--- config.mk ---
export PLATFORM = sky130hd
export DESIGN_NAME = mini_pipe_top
export DESIGN_NICKNAME = d
export VERILOG_FILES = /design/src/hw/mini_pipe_pkg.sv /design/src/hw/reg_file.sv /design/src/hw/decode_stage.sv /design/src/hw/execute_stage.sv /design/src/hw/writeback_stage.sv /design/src/hw/hazard_control.sv /design/src/hw/mini_pipe_top.sv
export VERILOG_INCLUDE_DIRS = /design/src /design/src/hw
export SDC_FILE = /design/constraint.sdc
export NUM_CORES = 1
export LEC_CHECK = 0
export BUFFER_PORTS_ARGS = -buffer_cell sky130_fd_sc_hd__buf_2
export CORE_UTILIZATION = 55
export CTS_BUF_LIST = sky130_fd_sc_hd__clkbuf_16
export DETAILED_ROUTE_END_ITERATION = 8
export PLACE_DENSITY = 0.83
export REMOVE_ABC_BUFFERS = 1
export SLEW_MARGIN = 30
export SYNTH_ARGS = -nofsm -noshare
export SYNTH_HDL_FRONTEND = slang
export SYNTH_HIERARCHICAL = 1
export SYNTH_SLANG_ARGS = --single-unit
--- constraint.sdc ---
create_clock -name clk -period 15.82 [get_ports clk]
set_input_delay 0.791 -clock clk [delete_from_list [all_inputs] [get_ports clk]]
set_output_delay 0.791 -clock clk [all_outputs]
set_load 0.02 [all_outputs]
--- src/hw/mini_pipe_config.svh ---
`ifndef MINI_PIPE_CONFIG_SVH
`define MINI_PIPE_CONFIG_SVH

// number of architectural registers
`define MP_NREGS 8

// datapath width in bits
`define MP_DATA_W 16

// iterations per mul op
// MP_DATA_W has to split evenly across them
`define MP_MUL_STEPS 4

`endif

--- src/hw/mini_pipe_pkg.sv ---
`include "mini_pipe_config.svh"

package mini_pipe_pkg;

  typedef logic [`MP_DATA_W-1:0] data_t;           // register value
  typedef logic [$clog2(`MP_NREGS)-1:0] reg_idx_t; // register number
  typedef logic [15:0] instr_t;                    // {op, rd, rs1, rs2, pad}
  typedef logic [6:0] imm_t;                       // li immediate

  typedef enum logic [2:0] {
    OP_ADD   = 3'd0,
    OP_SUB   = 3'd1,
    OP_XOR   = 3'd2,
    OP_MUL   = 3'd3,
    OP_LI    = 3'd4,
    OP_SKIPZ = 3'd5
  } opcode_e;

  typedef struct packed {
    logic     valid;
    opcode_e  opcode;
    reg_idx_t rd;
    data_t    op_a;   // rs1 value
    data_t    op_b;   // rs2 value
    imm_t     imm;
  } id_ex_t;

  typedef struct packed {
    logic     valid;
    reg_idx_t rd;
    data_t    value;
  } ex_wb_t;

  typedef struct packed {
    reg_idx_t rd;
    data_t    value;
  } result_t;

  // pending write seen by decode
  typedef struct packed {
    logic     valid;
    reg_idx_t rd;
  } dest_t;

  typedef struct packed {
    logic fetch;  // input acceptance
    logic id;
    logic ex;
    logic wb;
  } stage_vec_t;

  typedef struct packed {
    stage_vec_t stall;
    stage_vec_t flush;
  } pipe_ctrl_t;

  typedef enum logic {
    MUL_IDLE,
    MUL_RUN
  } mul_state_e;

endpackage

--- src/hw/reg_file.sv ---
`timescale 1ns/10ps
`include "mini_pipe_config.svh"

module reg_file (
  input  logic                    clk,
  input  logic                    rst,
  input  mini_pipe_pkg::reg_idx_t rs1_i,
  input  mini_pipe_pkg::reg_idx_t rs2_i,
  output mini_pipe_pkg::data_t    rd1_o,
  output mini_pipe_pkg::data_t    rd2_o,
  input  logic                    we_i,  // output handshake from wb
  input  mini_pipe_pkg::reg_idx_t wa_i,
  input  mini_pipe_pkg::data_t    wd_i
);
  import mini_pipe_pkg::*;

  data_t regs_q [`MP_NREGS];

  // all registers come up as zero
  always_ff @(posedge clk) begin
    if (rst) begin
      for (int i = 0; i < `MP_NREGS; i++) begin
        regs_q[i] <= '0;
      end
    end else if (we_i) begin
      regs_q[wa_i] <= wd_i;
    end
  end

  // async read, no write-through
  // decode stalls on any pending write to a source
  assign rd1_o = regs_q[rs1_i];
  assign rd2_o = regs_q[rs2_i];

endmodule

--- src/hw/decode_stage.sv ---
`timescale 1ns/10ps

module decode_stage (
  input  logic                      clk,
  input  logic                      rst,
  input  logic                      instr_valid_i,
  input  mini_pipe_pkg::instr_t     instr_i,
  output logic                      instr_ready_o,
  input  mini_pipe_pkg::pipe_ctrl_t ctrl_i,
  output mini_pipe_pkg::reg_idx_t   rs1_o,
  output mini_pipe_pkg::reg_idx_t   rs2_o,
  input  mini_pipe_pkg::data_t      rd1_i,
  input  mini_pipe_pkg::data_t      rd2_i,
  input  mini_pipe_pkg::dest_t      ex_dest_i,  // write pending in ex
  input  mini_pipe_pkg::dest_t      wb_dest_i,  // write pending in wb
  output logic                      raw_hazard_o,
  output logic                      id_valid_o,
  output mini_pipe_pkg::id_ex_t     id_ex_o
);
  import mini_pipe_pkg::*;

  logic     id_valid_q;
  instr_t   id_instr_q;
  opcode_e  opcode;
  reg_idx_t rd;
  reg_idx_t rs1;
  reg_idx_t rs2;
  logic     use_rs1;
  logic     use_rs2;

  function automatic logic dest_hit(input reg_idx_t src, input dest_t dest);
    return dest.valid && (dest.rd == src);
  endfunction

  assign instr_ready_o = !ctrl_i.stall.fetch;

  // id entry valid bit
  always_ff @(posedge clk) begin
    if (rst || ctrl_i.flush.id) begin
      id_valid_q <= 1'b0;
    end else if (!ctrl_i.stall.id) begin
      id_valid_q <= instr_valid_i && instr_ready_o;  // bubble when nothing taken
    end
  end

  always_ff @(posedge clk) begin
    if (!ctrl_i.stall.id) begin
      id_instr_q <= instr_i;
    end
  end

  // field split
  assign opcode = opcode_e'(id_instr_q[15:13]);
  assign rd     = id_instr_q[12:10];
  assign rs1    = id_instr_q[9:7];
  assign rs2    = id_instr_q[6:4];  // overlaps li immediate

  assign use_rs1 = (opcode != OP_LI);
  assign use_rs2 = opcode inside {OP_ADD, OP_SUB, OP_XOR, OP_MUL};  // skipz reads rs1 only

  assign rs1_o = rs1;
  assign rs2_o = rs2;

  assign raw_hazard_o = id_valid_q &&
      ((use_rs1 && (dest_hit(rs1, ex_dest_i) || dest_hit(rs1, wb_dest_i))) ||
       (use_rs2 && (dest_hit(rs2, ex_dest_i) || dest_hit(rs2, wb_dest_i))));

  assign id_valid_o = id_valid_q;

  always_comb begin
    id_ex_o.valid  = id_valid_q && !ctrl_i.flush.id;  // skipped instr never reaches ex
    id_ex_o.opcode = opcode;
    id_ex_o.rd     = rd;
    id_ex_o.op_a   = rd1_i;
    id_ex_o.op_b   = rd2_i;
    id_ex_o.imm    = id_instr_q[6:0];
  end

  // a taken instruction lands in id on the next edge
  a_accept_to_id: assert property (@(posedge clk) disable iff (rst)
    instr_valid_i && instr_ready_o |=> id_valid_o);

endmodule

--- src/hw/execute_stage.sv ---
`timescale 1ns/10ps
`include "mini_pipe_config.svh"

module execute_stage (
  input  logic                      clk,
  input  logic                      rst,
  input  mini_pipe_pkg::pipe_ctrl_t ctrl_i,
  input  mini_pipe_pkg::id_ex_t     id_ex_i,
  output mini_pipe_pkg::ex_wb_t     ex_wb_o,
  output mini_pipe_pkg::dest_t      ex_dest_o,
  output logic                      mul_busy_o,
  output logic                      skip_req_o
);
  import mini_pipe_pkg::*;

  localparam int step_w = `MP_DATA_W / `MP_MUL_STEPS;  // multiplier bits per step
  localparam int cnt_w  = $clog2(`MP_MUL_STEPS + 1);

  id_ex_t           ex_q;
  mul_state_e       state_q;
  logic [cnt_w-1:0] cnt_q;
  logic [cnt_w-1:0] cnt_cur;
  logic             done_q;       // product ready for this entry
  logic             skip_pend_q;
  data_t            acc_q;
  data_t            mcand_q;
  data_t            mplier_q;
  data_t            acc_cur;
  data_t            mcand_cur;
  data_t            mplier_cur;
  data_t            partial;
  data_t            alu_res;
  logic             writes_rd;
  logic             mul_start;
  logic             mul_last;
  logic             step_en;
  logic             skip_now;

  always_ff @(posedge clk) begin
    if (rst || ctrl_i.flush.ex) begin
      ex_q.valid <= 1'b0;  // bubble
    end else if (!ctrl_i.stall.ex) begin
      ex_q <= id_ex_i;
    end
  end

  assign writes_rd  = ex_q.valid && (ex_q.opcode != OP_SKIPZ);
  assign mul_busy_o = ex_q.valid && (ex_q.opcode == OP_MUL) && !done_q;
  assign mul_start  = mul_busy_o && (state_q == MUL_IDLE);
  assign step_en    = mul_start || (state_q == MUL_RUN);

  // first step works straight off the ex operands
  always_comb begin
    mcand_cur  = mcand_q;
    mplier_cur = mplier_q;
    acc_cur    = acc_q;
    cnt_cur    = cnt_q;
    if (state_q == MUL_IDLE) begin
      mcand_cur  = ex_q.op_a;
      mplier_cur = ex_q.op_b;
      acc_cur    = '0;
      cnt_cur    = '0;
    end
  end

  always_comb begin
    partial = '0;
    for (int b = 0; b < step_w; b++) begin
      if (mplier_cur[b]) partial = partial + (mcand_cur << b);
    end
  end

  assign mul_last = (cnt_cur == cnt_w'(`MP_MUL_STEPS - 1));

  always_ff @(posedge clk) begin
    if (rst) begin
      state_q <= MUL_IDLE;
      cnt_q   <= '0;
    end else if (step_en) begin
      state_q <= mul_last ? MUL_IDLE : MUL_RUN;
      cnt_q   <= cnt_cur + 1'b1;
    end
  end

  always_ff @(posedge clk) begin
    if (step_en) begin
      acc_q    <= acc_cur + partial;         // upper product bits drop off
      mcand_q  <= mcand_cur << step_w;
      mplier_q <= mplier_cur >> step_w;
    end
  end

  always_ff @(posedge clk) begin
    if (rst) begin
      done_q <= 1'b0;
    end else if (ctrl_i.flush.ex || !ctrl_i.stall.ex) begin
      done_q <= 1'b0;                        // ex takes a new entry
    end else if (step_en && mul_last) begin
      done_q <= 1'b1;
    end
  end

  always_comb begin
    case (ex_q.opcode)
      OP_ADD:  alu_res = ex_q.op_a + ex_q.op_b;
      OP_SUB:  alu_res = ex_q.op_a - ex_q.op_b;
      OP_XOR:  alu_res = ex_q.op_a ^ ex_q.op_b;
      OP_MUL:  alu_res = acc_q;
      OP_LI:   alu_res = data_t'(ex_q.imm);  // zero extended
      default: alu_res = '0;
    endcase
  end

  // skip stays requested until id gets flushed
  assign skip_now   = ex_q.valid && (ex_q.opcode == OP_SKIPZ) && (ex_q.op_a == '0);
  assign skip_req_o = skip_now || skip_pend_q;

  always_ff @(posedge clk) begin
    if (rst) begin
      skip_pend_q <= 1'b0;
    end else begin
      skip_pend_q <= skip_req_o && !ctrl_i.flush.id;
    end
  end

  assign ex_wb_o   = '{valid: writes_rd && !mul_busy_o, rd: ex_q.rd, value: alu_res};
  assign ex_dest_o = '{valid: writes_rd, rd: ex_q.rd};

  a_step_cnt_range: assert property (@(posedge clk) disable iff (rst)
    cnt_q <= cnt_w'(`MP_MUL_STEPS));

  a_skip_drop: assert property (@(posedge clk) disable iff (rst)
    $fell(skip_req_o) |-> $past(ctrl_i.flush.id));

endmodule

--- src/hw/writeback_stage.sv ---
`timescale 1ns/10ps

module writeback_stage (
  input  logic                      clk,
  input  logic                      rst,
  input  mini_pipe_pkg::pipe_ctrl_t ctrl_i,
  input  mini_pipe_pkg::ex_wb_t     ex_wb_i,
  output logic                      res_valid_o,
  output mini_pipe_pkg::result_t    res_o,
  input  logic                      res_ready_i,
  output logic                      wb_hold_o,
  output mini_pipe_pkg::dest_t      wb_dest_o,
  output logic                      we_o,
  output mini_pipe_pkg::reg_idx_t   wa_o,
  output mini_pipe_pkg::data_t      wd_o
);
  import mini_pipe_pkg::*;

  ex_wb_t wb_q;

  // entry held while the consumer stalls
  always_ff @(posedge clk) begin
    if (rst || ctrl_i.flush.wb) begin
      wb_q.valid <= 1'b0;
    end else if (!ctrl_i.stall.wb) begin
      wb_q <= ex_wb_i;
    end
  end

  assign res_valid_o = wb_q.valid;
  assign res_o       = '{rd: wb_q.rd, value: wb_q.value};
  assign wb_hold_o   = res_valid_o && !res_ready_i;

  assign wb_dest_o = '{valid: wb_q.valid, rd: wb_q.rd};

  // regfile updated on the output handshake
  assign we_o = res_valid_o && res_ready_i;
  assign wa_o = wb_q.rd;
  assign wd_o = wb_q.value;

  a_res_stable: assert property (@(posedge clk) disable iff (rst)
    res_valid_o && !res_ready_i |=> res_valid_o && $stable(res_o));

endmodule

--- src/hw/hazard_control.sv ---
`timescale 1ns/10ps

module hazard_control (
  input  logic                      rst,
  input  logic                      wb_hold_i,     // result waiting at output
  input  logic                      mul_busy_i,    // multiplier still stepping
  input  logic                      skip_req_i,    // taken skipz pending
  input  logic                      id_valid_i,
  input  logic                      raw_hazard_i,  // id source not written yet
  output mini_pipe_pkg::pipe_ctrl_t ctrl_o
);
  import mini_pipe_pkg::*;

  // vector bits are fetch id ex wb from msb down
  localparam pipe_ctrl_t ctrl_reset   = '{stall: 4'b0000, flush: 4'b1111};
  localparam pipe_ctrl_t ctrl_wb_hold = '{stall: 4'b1111, flush: 4'b0000};
  localparam pipe_ctrl_t ctrl_mul     = '{stall: 4'b1110, flush: 4'b0000};
  localparam pipe_ctrl_t ctrl_skip    = '{stall: 4'b1000, flush: 4'b0100};  // kill id
  localparam pipe_ctrl_t ctrl_raw     = '{stall: 4'b1100, flush: 4'b0010};  // bubble into ex
  localparam pipe_ctrl_t ctrl_run     = '{stall: 4'b0000, flush: 4'b0000};

  // later stage wins
  always_comb begin
    if (rst) begin
      ctrl_o = ctrl_reset;
    end else if (wb_hold_i) begin
      ctrl_o = ctrl_wb_hold;
    end else if (mul_busy_i) begin
      ctrl_o = ctrl_mul;
    end else if (skip_req_i && id_valid_i) begin  // skip with empty id waits for next instr
      ctrl_o = ctrl_skip;
    end else if (raw_hazard_i) begin
      ctrl_o = ctrl_raw;
    end else begin
      ctrl_o = ctrl_run;
    end
  end

endmodule

--- src/hw/mini_pipe_top.sv ---
`timescale 1ns/10ps

module mini_pipe_top (
  input  logic                   clk,
  input  logic                   rst,
  input  logic                   instr_valid_i,
  input  mini_pipe_pkg::instr_t  instr_i,
  output logic                   instr_ready_o,
  output logic                   res_valid_o,
  output mini_pipe_pkg::result_t res_o,
  input  logic                   res_ready_i
);
  import mini_pipe_pkg::*;

  pipe_ctrl_t ctrl;        // common stall/flush word
  reg_idx_t   rs1;
  reg_idx_t   rs2;
  data_t      rd1;
  data_t      rd2;
  dest_t      ex_dest;
  dest_t      wb_dest;
  id_ex_t     id_ex;
  ex_wb_t     ex_wb;
  logic       raw_hazard;
  logic       id_valid;
  logic       mul_busy;
  logic       skip_req;
  logic       wb_hold;
  logic       we;          // regfile write port
  reg_idx_t   wa;
  data_t      wd;

  reg_file u_reg_file (
    .clk(clk), .rst(rst), .rs1_i(rs1), .rs2_i(rs2), .rd1_o(rd1), .rd2_o(rd2),
    .we_i(we), .wa_i(wa), .wd_i(wd)
  );

  decode_stage u_decode (
    .clk(clk), .rst(rst), .instr_valid_i(instr_valid_i), .instr_i(instr_i),
    .instr_ready_o(instr_ready_o), .ctrl_i(ctrl), .rs1_o(rs1), .rs2_o(rs2),
    .rd1_i(rd1), .rd2_i(rd2), .ex_dest_i(ex_dest), .wb_dest_i(wb_dest),
    .raw_hazard_o(raw_hazard), .id_valid_o(id_valid), .id_ex_o(id_ex)
  );

  execute_stage u_execute (
    .clk(clk), .rst(rst), .ctrl_i(ctrl), .id_ex_i(id_ex), .ex_wb_o(ex_wb),
    .ex_dest_o(ex_dest), .mul_busy_o(mul_busy), .skip_req_o(skip_req)
  );

  writeback_stage u_writeback (
    .clk(clk), .rst(rst), .ctrl_i(ctrl), .ex_wb_i(ex_wb), .res_valid_o(res_valid_o),
    .res_o(res_o), .res_ready_i(res_ready_i), .wb_hold_o(wb_hold),
    .wb_dest_o(wb_dest), .we_o(we), .wa_o(wa), .wd_o(wd)
  );

  hazard_control u_hazard (
    .rst(rst), .wb_hold_i(wb_hold), .mul_busy_i(mul_busy), .skip_req_i(skip_req),
    .id_valid_i(id_valid), .raw_hazard_i(raw_hazard), .ctrl_o(ctrl)
  );

endmodule

==> results of run 1 <==
-- stage by stage --
step / instance area, sq um / instances / util, %
floorplan: 15700 / 1262 / -
global placement: 16600 / 1715 / 55.8
detailed placement: 16600 / 1717 / 55.9
CTS: 17400 / 1760 / 58.6
global route: 17400 / 1761 / 58.7
finish: 17400 / 1761 / 58.7
-- final cells by class --
| class | instances | area [sq um] |
|---|---|---|
| fillers | 2258 | 12300 |
| multi-input cells | 955 | 7920 |
| flip-flops and latches | 257 | 7630 |
| clock buffers | 27 | 676 |
| well taps | 390 | 488 |
| repair buffers | 66 | 407 |
| inverters | 50 | 188 |
| clock inverters | 16 | 125 |
-- cells in the final DEF (no fill, tap or decap), types with 5 or more instances in the layout --
cell type	instances
xor2_1	35
a31o_2	5
xnor2_1	58
a211oi_1	5
dfxtp_1	8
a21o_1	12
a31oi_1	11
clkbuf_16	27
a21oi_1	63
inv_1	38
and2_1	30
o22ai_1	7
ha_1	72
o21ai_0	46
edfxtp_1	248
buf_4	23
clkinv_1	20
nand3b_1	7
nor3_1	140
nor2_1	83
nand4_1	6
nor4_1	8
mux4_2	7
mux2_2	59
a22oi_1	5
nor3_2	9
nand2b_1	12
nand2_1	67
mux2i_1	11
or3_1	6
mux4_1	56
nor2b_1	21
nand3_1	9
o21bai_1	12
o31ai_1	8
o21a_1	15
buf_2	40
-- layer usage --
metal | up-vias | global-route usage (%) | routed length, um
li1 | 5170 | - | -
met1 | 5509 | 32.3 | 15700
met2 | 524 | 44.7 | 19900
met3 | 95 | 2.73 | 2660
met4 | 0 | 9.67 | 1170
met5 | - | 0 | 0
-- registers in the layout, indices dropped and copies added (netlist names), 3 cells and up --
name / count
u_writeback/wa_o: 3
u_decode/id_instr_q: 16
u_execute/ex_dest_o: 3
u_writeback/wd_o: 16
u_execute/mplier_q: 12
u_execute/ex_q: 43
u_execute/mcand_q: 12
u_reg_file/regs_q: 128
u_execute/acc_q: 16
u_execute/cnt_q: 3
-- worst min-delay path by stage --
stage,to,from,depth (start not counted),slack [ps]
after global routing,u_decode/id_instr_q[9],instr_i[9],1,410
final,u_execute/ex_dest_o[0],u_decode/id_instr_q[10],0,420
after detailed placement,u_execute/ex_dest_o[0],u_decode/id_instr_q[10],0,400
after CTS,u_decode/id_instr_q[9],instr_i[9],1,410
after global placement,u_execute/ex_dest_o[0],u_decode/id_instr_q[10],0,400
after floorplan,u_execute/ex_dest_o[0],u_decode/id_instr_q[10],0,400
-- power by group through the flow --
stage | Clock, uW | Sequential (uW) | Combinational, uW
2_1_floorplan | 0 | 813 | 239
3_3_place_gp | 0 | 811 | 311
3_5_place_dp | 0 | 811 | 322
4_1_cts | 597 | 798 | 326
5_1_grt | 621 | 800 | 362
6_report | 593 | 798 | 330
-- worst max-delay path: cells and delay by family, from the launching register on --
kind                     cells  cell delay (ps)
flip-flops                   1              510
adder cells (fa/ha/maj)      4             1360
AO/OA/AOI/OAI               13             3130
multiplexers                 1              450
XOR/XNOR                     4              870
AND/OR/NAND/NOR              7              770
buffers and inverters        2              560
==> out/qor.yml, run 1 <==
status:
  status: "completed"
clock_tree:
  root_buffer: "clkbuf_16"
  clk_pin_slew_worst_paths_ps: 60
  cts_tree: "built"
  clock_path_buffers: 3
  clk_latency_ps: 540
  ctsResizeCount: 0
  ctsHoldBuffers: 0
  cts_buffers: 26
  cts_htree_levels: 1
  post_cts.repair.setup_buffers: 0
  clock_sinks: 257
drt:
  first_pass_iters: 5
  post_drt_wl_per_cell_um: 22.4
  wirelength_um: 39400
  drcViolationCount: 0
  via_per_inst: 6.42
  drt_iter0_drc: 1015
  drtAntennaViolNets: 0
  vias: 11300
floorplan:
  die_y_um: 176
  die_x_um: 176
  start_util_pct: 56.0
  row_count: 63
  dieArea_sq_um: 31000
  core-area_sq_um: 29700
  num_io_pins: 41
pwr:
  comb_power_share_pct: 19.2
  p_switching_uw: 463
  swShare_pct: 26.9
  p_per_area_nw_per_um2: 98.8
  p_int_uw: 1260
  pwr-share-clk_pct: 34.5
  peakVddDrop_v: 0.0000986
  leakagePower_uw: 0.00646
  p_seq_share_pct: 46.3
  finalPower_uw: 1720
final_layout:
  n_antenna_cell: 0
  syn_to_final_growth_pct: 4.71
  drive_gt1_share_pct: 14.6
  layout.nets: 1452
synthesis:
  syn-instance-count: 1408
  ys_warn_count: 6
  synth.cell_area_sq_um: 16600
  syn_area_per_cell_sq_um: 11.8
timing:
  timing.setup.tns_ps: 0
  clock.fmax_mhz: 127
  finalSetupViolCount: 0
  final-max-slew-violation-count: 0
  rsz0062_at_grt: "false"
  tightest_slew_ps: 948
  hold_slack_ps: 421
  fin_skew_ps: 16.9
  fin_ws_ps: 7940
  slew_headroom_pct: 36.6
  post-route-period-util_pct: 49.8
  hold_viol_final: 0
  fin_crit_ps: 7880
placed_design:
  place_congestion: 0.889
  dpl_worst_slack_ps: 7980
  port_buffers: 40
  dp_hpwl_um: 26700
worst_setup_path:
  path_class: "reg2reg"
  startpoint_type: "register"
  reg2regPathDepth: 31
  r2r-end: "u_execute/acc_q[15]"
  startpoint: "u_execute/state_q"
  cp_common_cell: "ha_1"
  r2r-start: "u_execute/state_q"
  cpMaxStageDelayCell: "o41ai_1"
  critPathCapture: "u_execute/acc_q[15]"
  reg2reg_slack_ps: 7940
  critPathMaxStageDelay_ps: 730
  cp_data_required_time_ps: 16100
  arrival_ps: 8160
  crit_fanout: 45
  worstSetupEndpointType: "register"
global_route:
  grt_usage_pct: 25.4
  antenna_found_initial: 0
  grt.overflow.total: 0
  grt_pass1_vias: 11200
  grt_max_degree: 69
  grt_pass1_wl_um: 60700
hold_path:
  worst_hold_path_type: "reg2reg"
flow_run:
  max-cap-violations: 0
No activity file was read; power rests on OpenSTA's default activity.
==> run 2, diff against run 1 <==
--- a/config.mk
+++ b/config.mk
@@ -10,7 +10,7 @@
 export CORE_UTILIZATION = 55
 export CTS_BUF_LIST = sky130_fd_sc_hd__clkbuf_16
 export DETAILED_ROUTE_END_ITERATION = 8
-export PLACE_DENSITY = 0.83
+export PLACE_DENSITY = 0.85
 export REMOVE_ABC_BUFFERS = 1
 export SLEW_MARGIN = 30
 export SYNTH_ARGS = -nofsm -noshare
==> constraint.sdc (replaced) <==
create_clock -name clk -period 6.5 [get_ports clk]
set_input_delay 0.325 -clock clk [delete_from_list [all_inputs] [get_ports clk]]
set_output_delay 0.325 -clock clk [all_outputs]
set_load 0.02 [all_outputs]
==> out/qor.yml, run 2 (same netlist as run 1, synthesis figures left out) <==
hold_path:
  whs_endpoint: "u_decode/id_valid_o"
  worst_hold_path_type: "in2reg"
  min_from: "instr_valid_i"
  worstHoldPathCells: 4  # +4
final_layout:
  largest_register: "u_reg_file/regs_q"
  n_antenna_cell: 0  # unchanged
  final_common_cell: "edfxtp_1"
  drive_gt1_share_pct: 19.8  # +5.2 points
  fin_cells: 1826  # +3.7%
  top_regs: "u_reg_file/regs_q x128, u_execute/ex_q x43"
  multi_input_area_sq_um: 8230  # +3.9%
  final_area_sq_um: 18300  # +5.0%
  seq_area_sq_um: 7630  # unchanged
  largest_register_ffs: 128  # unchanged
  final_util_pct: 61.6  # +3.0 points
  final_cell_mix: "edfxtp_1, nor3_1, nor2_1"
  fill_cells: 2116  # -6.3%
  layout.nets: 1513  # +4.2%
  syn_to_final_growth_pct: 9.98
clock_tree:
  cts_htree_levels: 1  # unchanged
  root_buffer: "clkbuf_16"
  clk_latency_ps: 550  # about the same
  clk_pin_slew_worst_paths_ps: 70  # about the same
  clock_sinks: 257  # unchanged
  clock_path_buffers: 3  # unchanged
  cts_tree: "built"
  cts_buffers: 26  # unchanged
placed_design:
  dp_hpwl_um: 27100  # +1.6%
  place_congestion: 0.912  # +2.5%
  port_buffers: 40  # unchanged
  post-place-cells: 1753  # +2.1%
  place_area_sq_um: 16900  # +1.6%
global_route:
  top_usage_layer: "met2"
  grt_pass1_wl_um: 63600  # +4.8%
  grt_util_met3_pct: 3.45  # +0.71 points
  grt.met2_usage_pct: 46.3  # +1.6 points
  grt_max_degree: 69  # unchanged
  grt.overflow.total: 0  # unchanged
  grt_pass1_vias: 11700  # +4.1%
  antenna_found_initial: 0  # unchanged
  grt_usage_pct: 26.8  # +1.4 points
  grtUsageMet1_pct: 33.4  # +1.1 points
flow_run:
  max-cap-violations: 0  # unchanged
worst_setup_path:
  cpMaxStageDelayCell: "edfxtp_1"
  cp_data_required_time_ps: 6790  # -9310 ps
  critPathMaxStageDelay_ps: 420  # -310 ps
  reg2reg_slack_ps: 290  # -7650 ps
  r2r-start: "u_execute/ex_q[7]"
  startpoint_type: "register"
  path_class: "reg2reg"
  crit_fanout: 6  # -87%
  arrival_ps: 6500  # -1660 ps
  worstSetupEndpointType: "register"
  reg2regPathDepth: 31  # unchanged
  r2r-end: "u_execute/acc_q[15]"
timing:
  slew_headroom_pct: 32.0  # -4.7 points
  fin_skew_ps: 17.3  # +0.366 ps
  final-max-slew-violation-count: 0  # unchanged
  fin_crit_ps: 6210  # -1670 ps
  hold_viol_final: 0  # unchanged
  clock.fmax_mhz: 161  # +27%
  finalSetupViolCount: 0  # unchanged
  hold_slack_ps: 187  # -234 ps
  tightest_slew_ps: 992  # +43.9 ps
  post-route-period-util_pct: 95.6  # +46 points
floorplan:
  num_io_pins: 41  # unchanged
  start_util_pct: 56.0  # unchanged
  die_x_um: 176  # unchanged
  dieArea_sq_um: 31000  # unchanged
  core-area_sq_um: 29700  # unchanged
  row_count: 63  # unchanged
  die_y_um: 176  # unchanged
drt:
  drcViolationCount: 0  # unchanged
  post_drt_wl_per_cell_um: 23.1  # +3.1%
  via_per_inst: 6.46  # +0.73%
  drtAntennaViolNets: 0  # unchanged
  vias: 11800  # +4.5%
  drt_iter0_drc: 964  # -5.0%
  first_pass_iters: 7  # +2
  wirelength_um: 42200  # +6.9%
status:
  status: "completed"
pwr:
  peakVddDrop_v: 0.000242  # +150%
  leakagePower_uw: 0.00682  # +5.5%
  finalPower_uw: 4420  # +160%
  p_per_area_nw_per_um2: 242  # +140%
[run 2: cell types whose count changed in the layout (fill, tap and decap cells not counted), moves of 5 or more]
| cell | change |
|---|---|
| ha_1 | -11 |
| ha_4 | +10 |
| a21oi_1 | -5 |
| buf_4 | +44 |
| a21oi_2 | +5 |
| o21ai_0 | -8 |
| dlygate4sd3_1 | +16 |
[run 2: worst max-delay path, delay by kind of cell (launching register included)]
kind                     cells  cell delay (ps)
multiplexers                 2              560
AND/OR/NAND/NOR             10             1420
adder cells (fa/ha/maj)      4              960
buffers and inverters        2              310
XOR/XNOR                     4              660
flip-flops                   1              420
AO/OA/AOI/OAI                9             1610
[run 2: layout make-up]
type	count	area share (%)
Multi-Input combinational cell	955	44.9
Sequential cell	257	41.7
Timing Repair Buffer	127	4.96
Clock buffer	27	3.69
Tap cell	390	2.67
Clock inverter	20	1.06
Inverter	50	1.03
[run 2: stage by stage]
step	setup WS, ps	TNS [ps]
final	288	0
after global routing	-125	-202
after CTS	11.1	0
after detailed placement	-74.8	-74.8
after global placement	96.5	0
after floorplan	-1070	-3310
[run 2: power by group]
| part | total [uW] | internal (uW) | switching [uW] |
|---|---|---|---|
| sequential | 1940 | 1890 | 54.1 |
| combinational | 930 | 428 | 501 |
| clock | 1550 | 907 | 645 |
| total | 4420 | 3220 | 1200 |
[run 2: layer usage]
layer / vias to the layer above / wire, um
li1: 5299 / -
met1: 5759 / 16100
met2: 598 / 21000
met3: 145 / 3200
met4: 0 / 1940
met5: - / 0
[run 2: worst max-delay path by stage]
stage,startpoint,to,cells after the start
after CTS,u_execute/state_q,u_execute/acc_q[15],30
after floorplan,u_execute/state_q,u_execute/acc_q[15],30
final,u_execute/ex_q[7],u_execute/acc_q[15],31
after global placement,u_execute/state_q,u_execute/acc_q[15],31
after global routing,u_execute/ex_q[23],u_execute/acc_q[15],36
after detailed placement,u_execute/ex_q[7],u_execute/acc_q[15],34
[run 2: what timing repair did]
| item | 4_1_cts | 5_1_grt |
|---|---|---|
| buffers inserted | 0 | 8 |
| setup endpoints to repair | 1 | 4 |
| hold buffers | 16 | 0 |
| pin swaps | 0 | 25 |
| gates resized for setup | 2 | 59 |
| hold endpoints to repair | 16 | 0 |
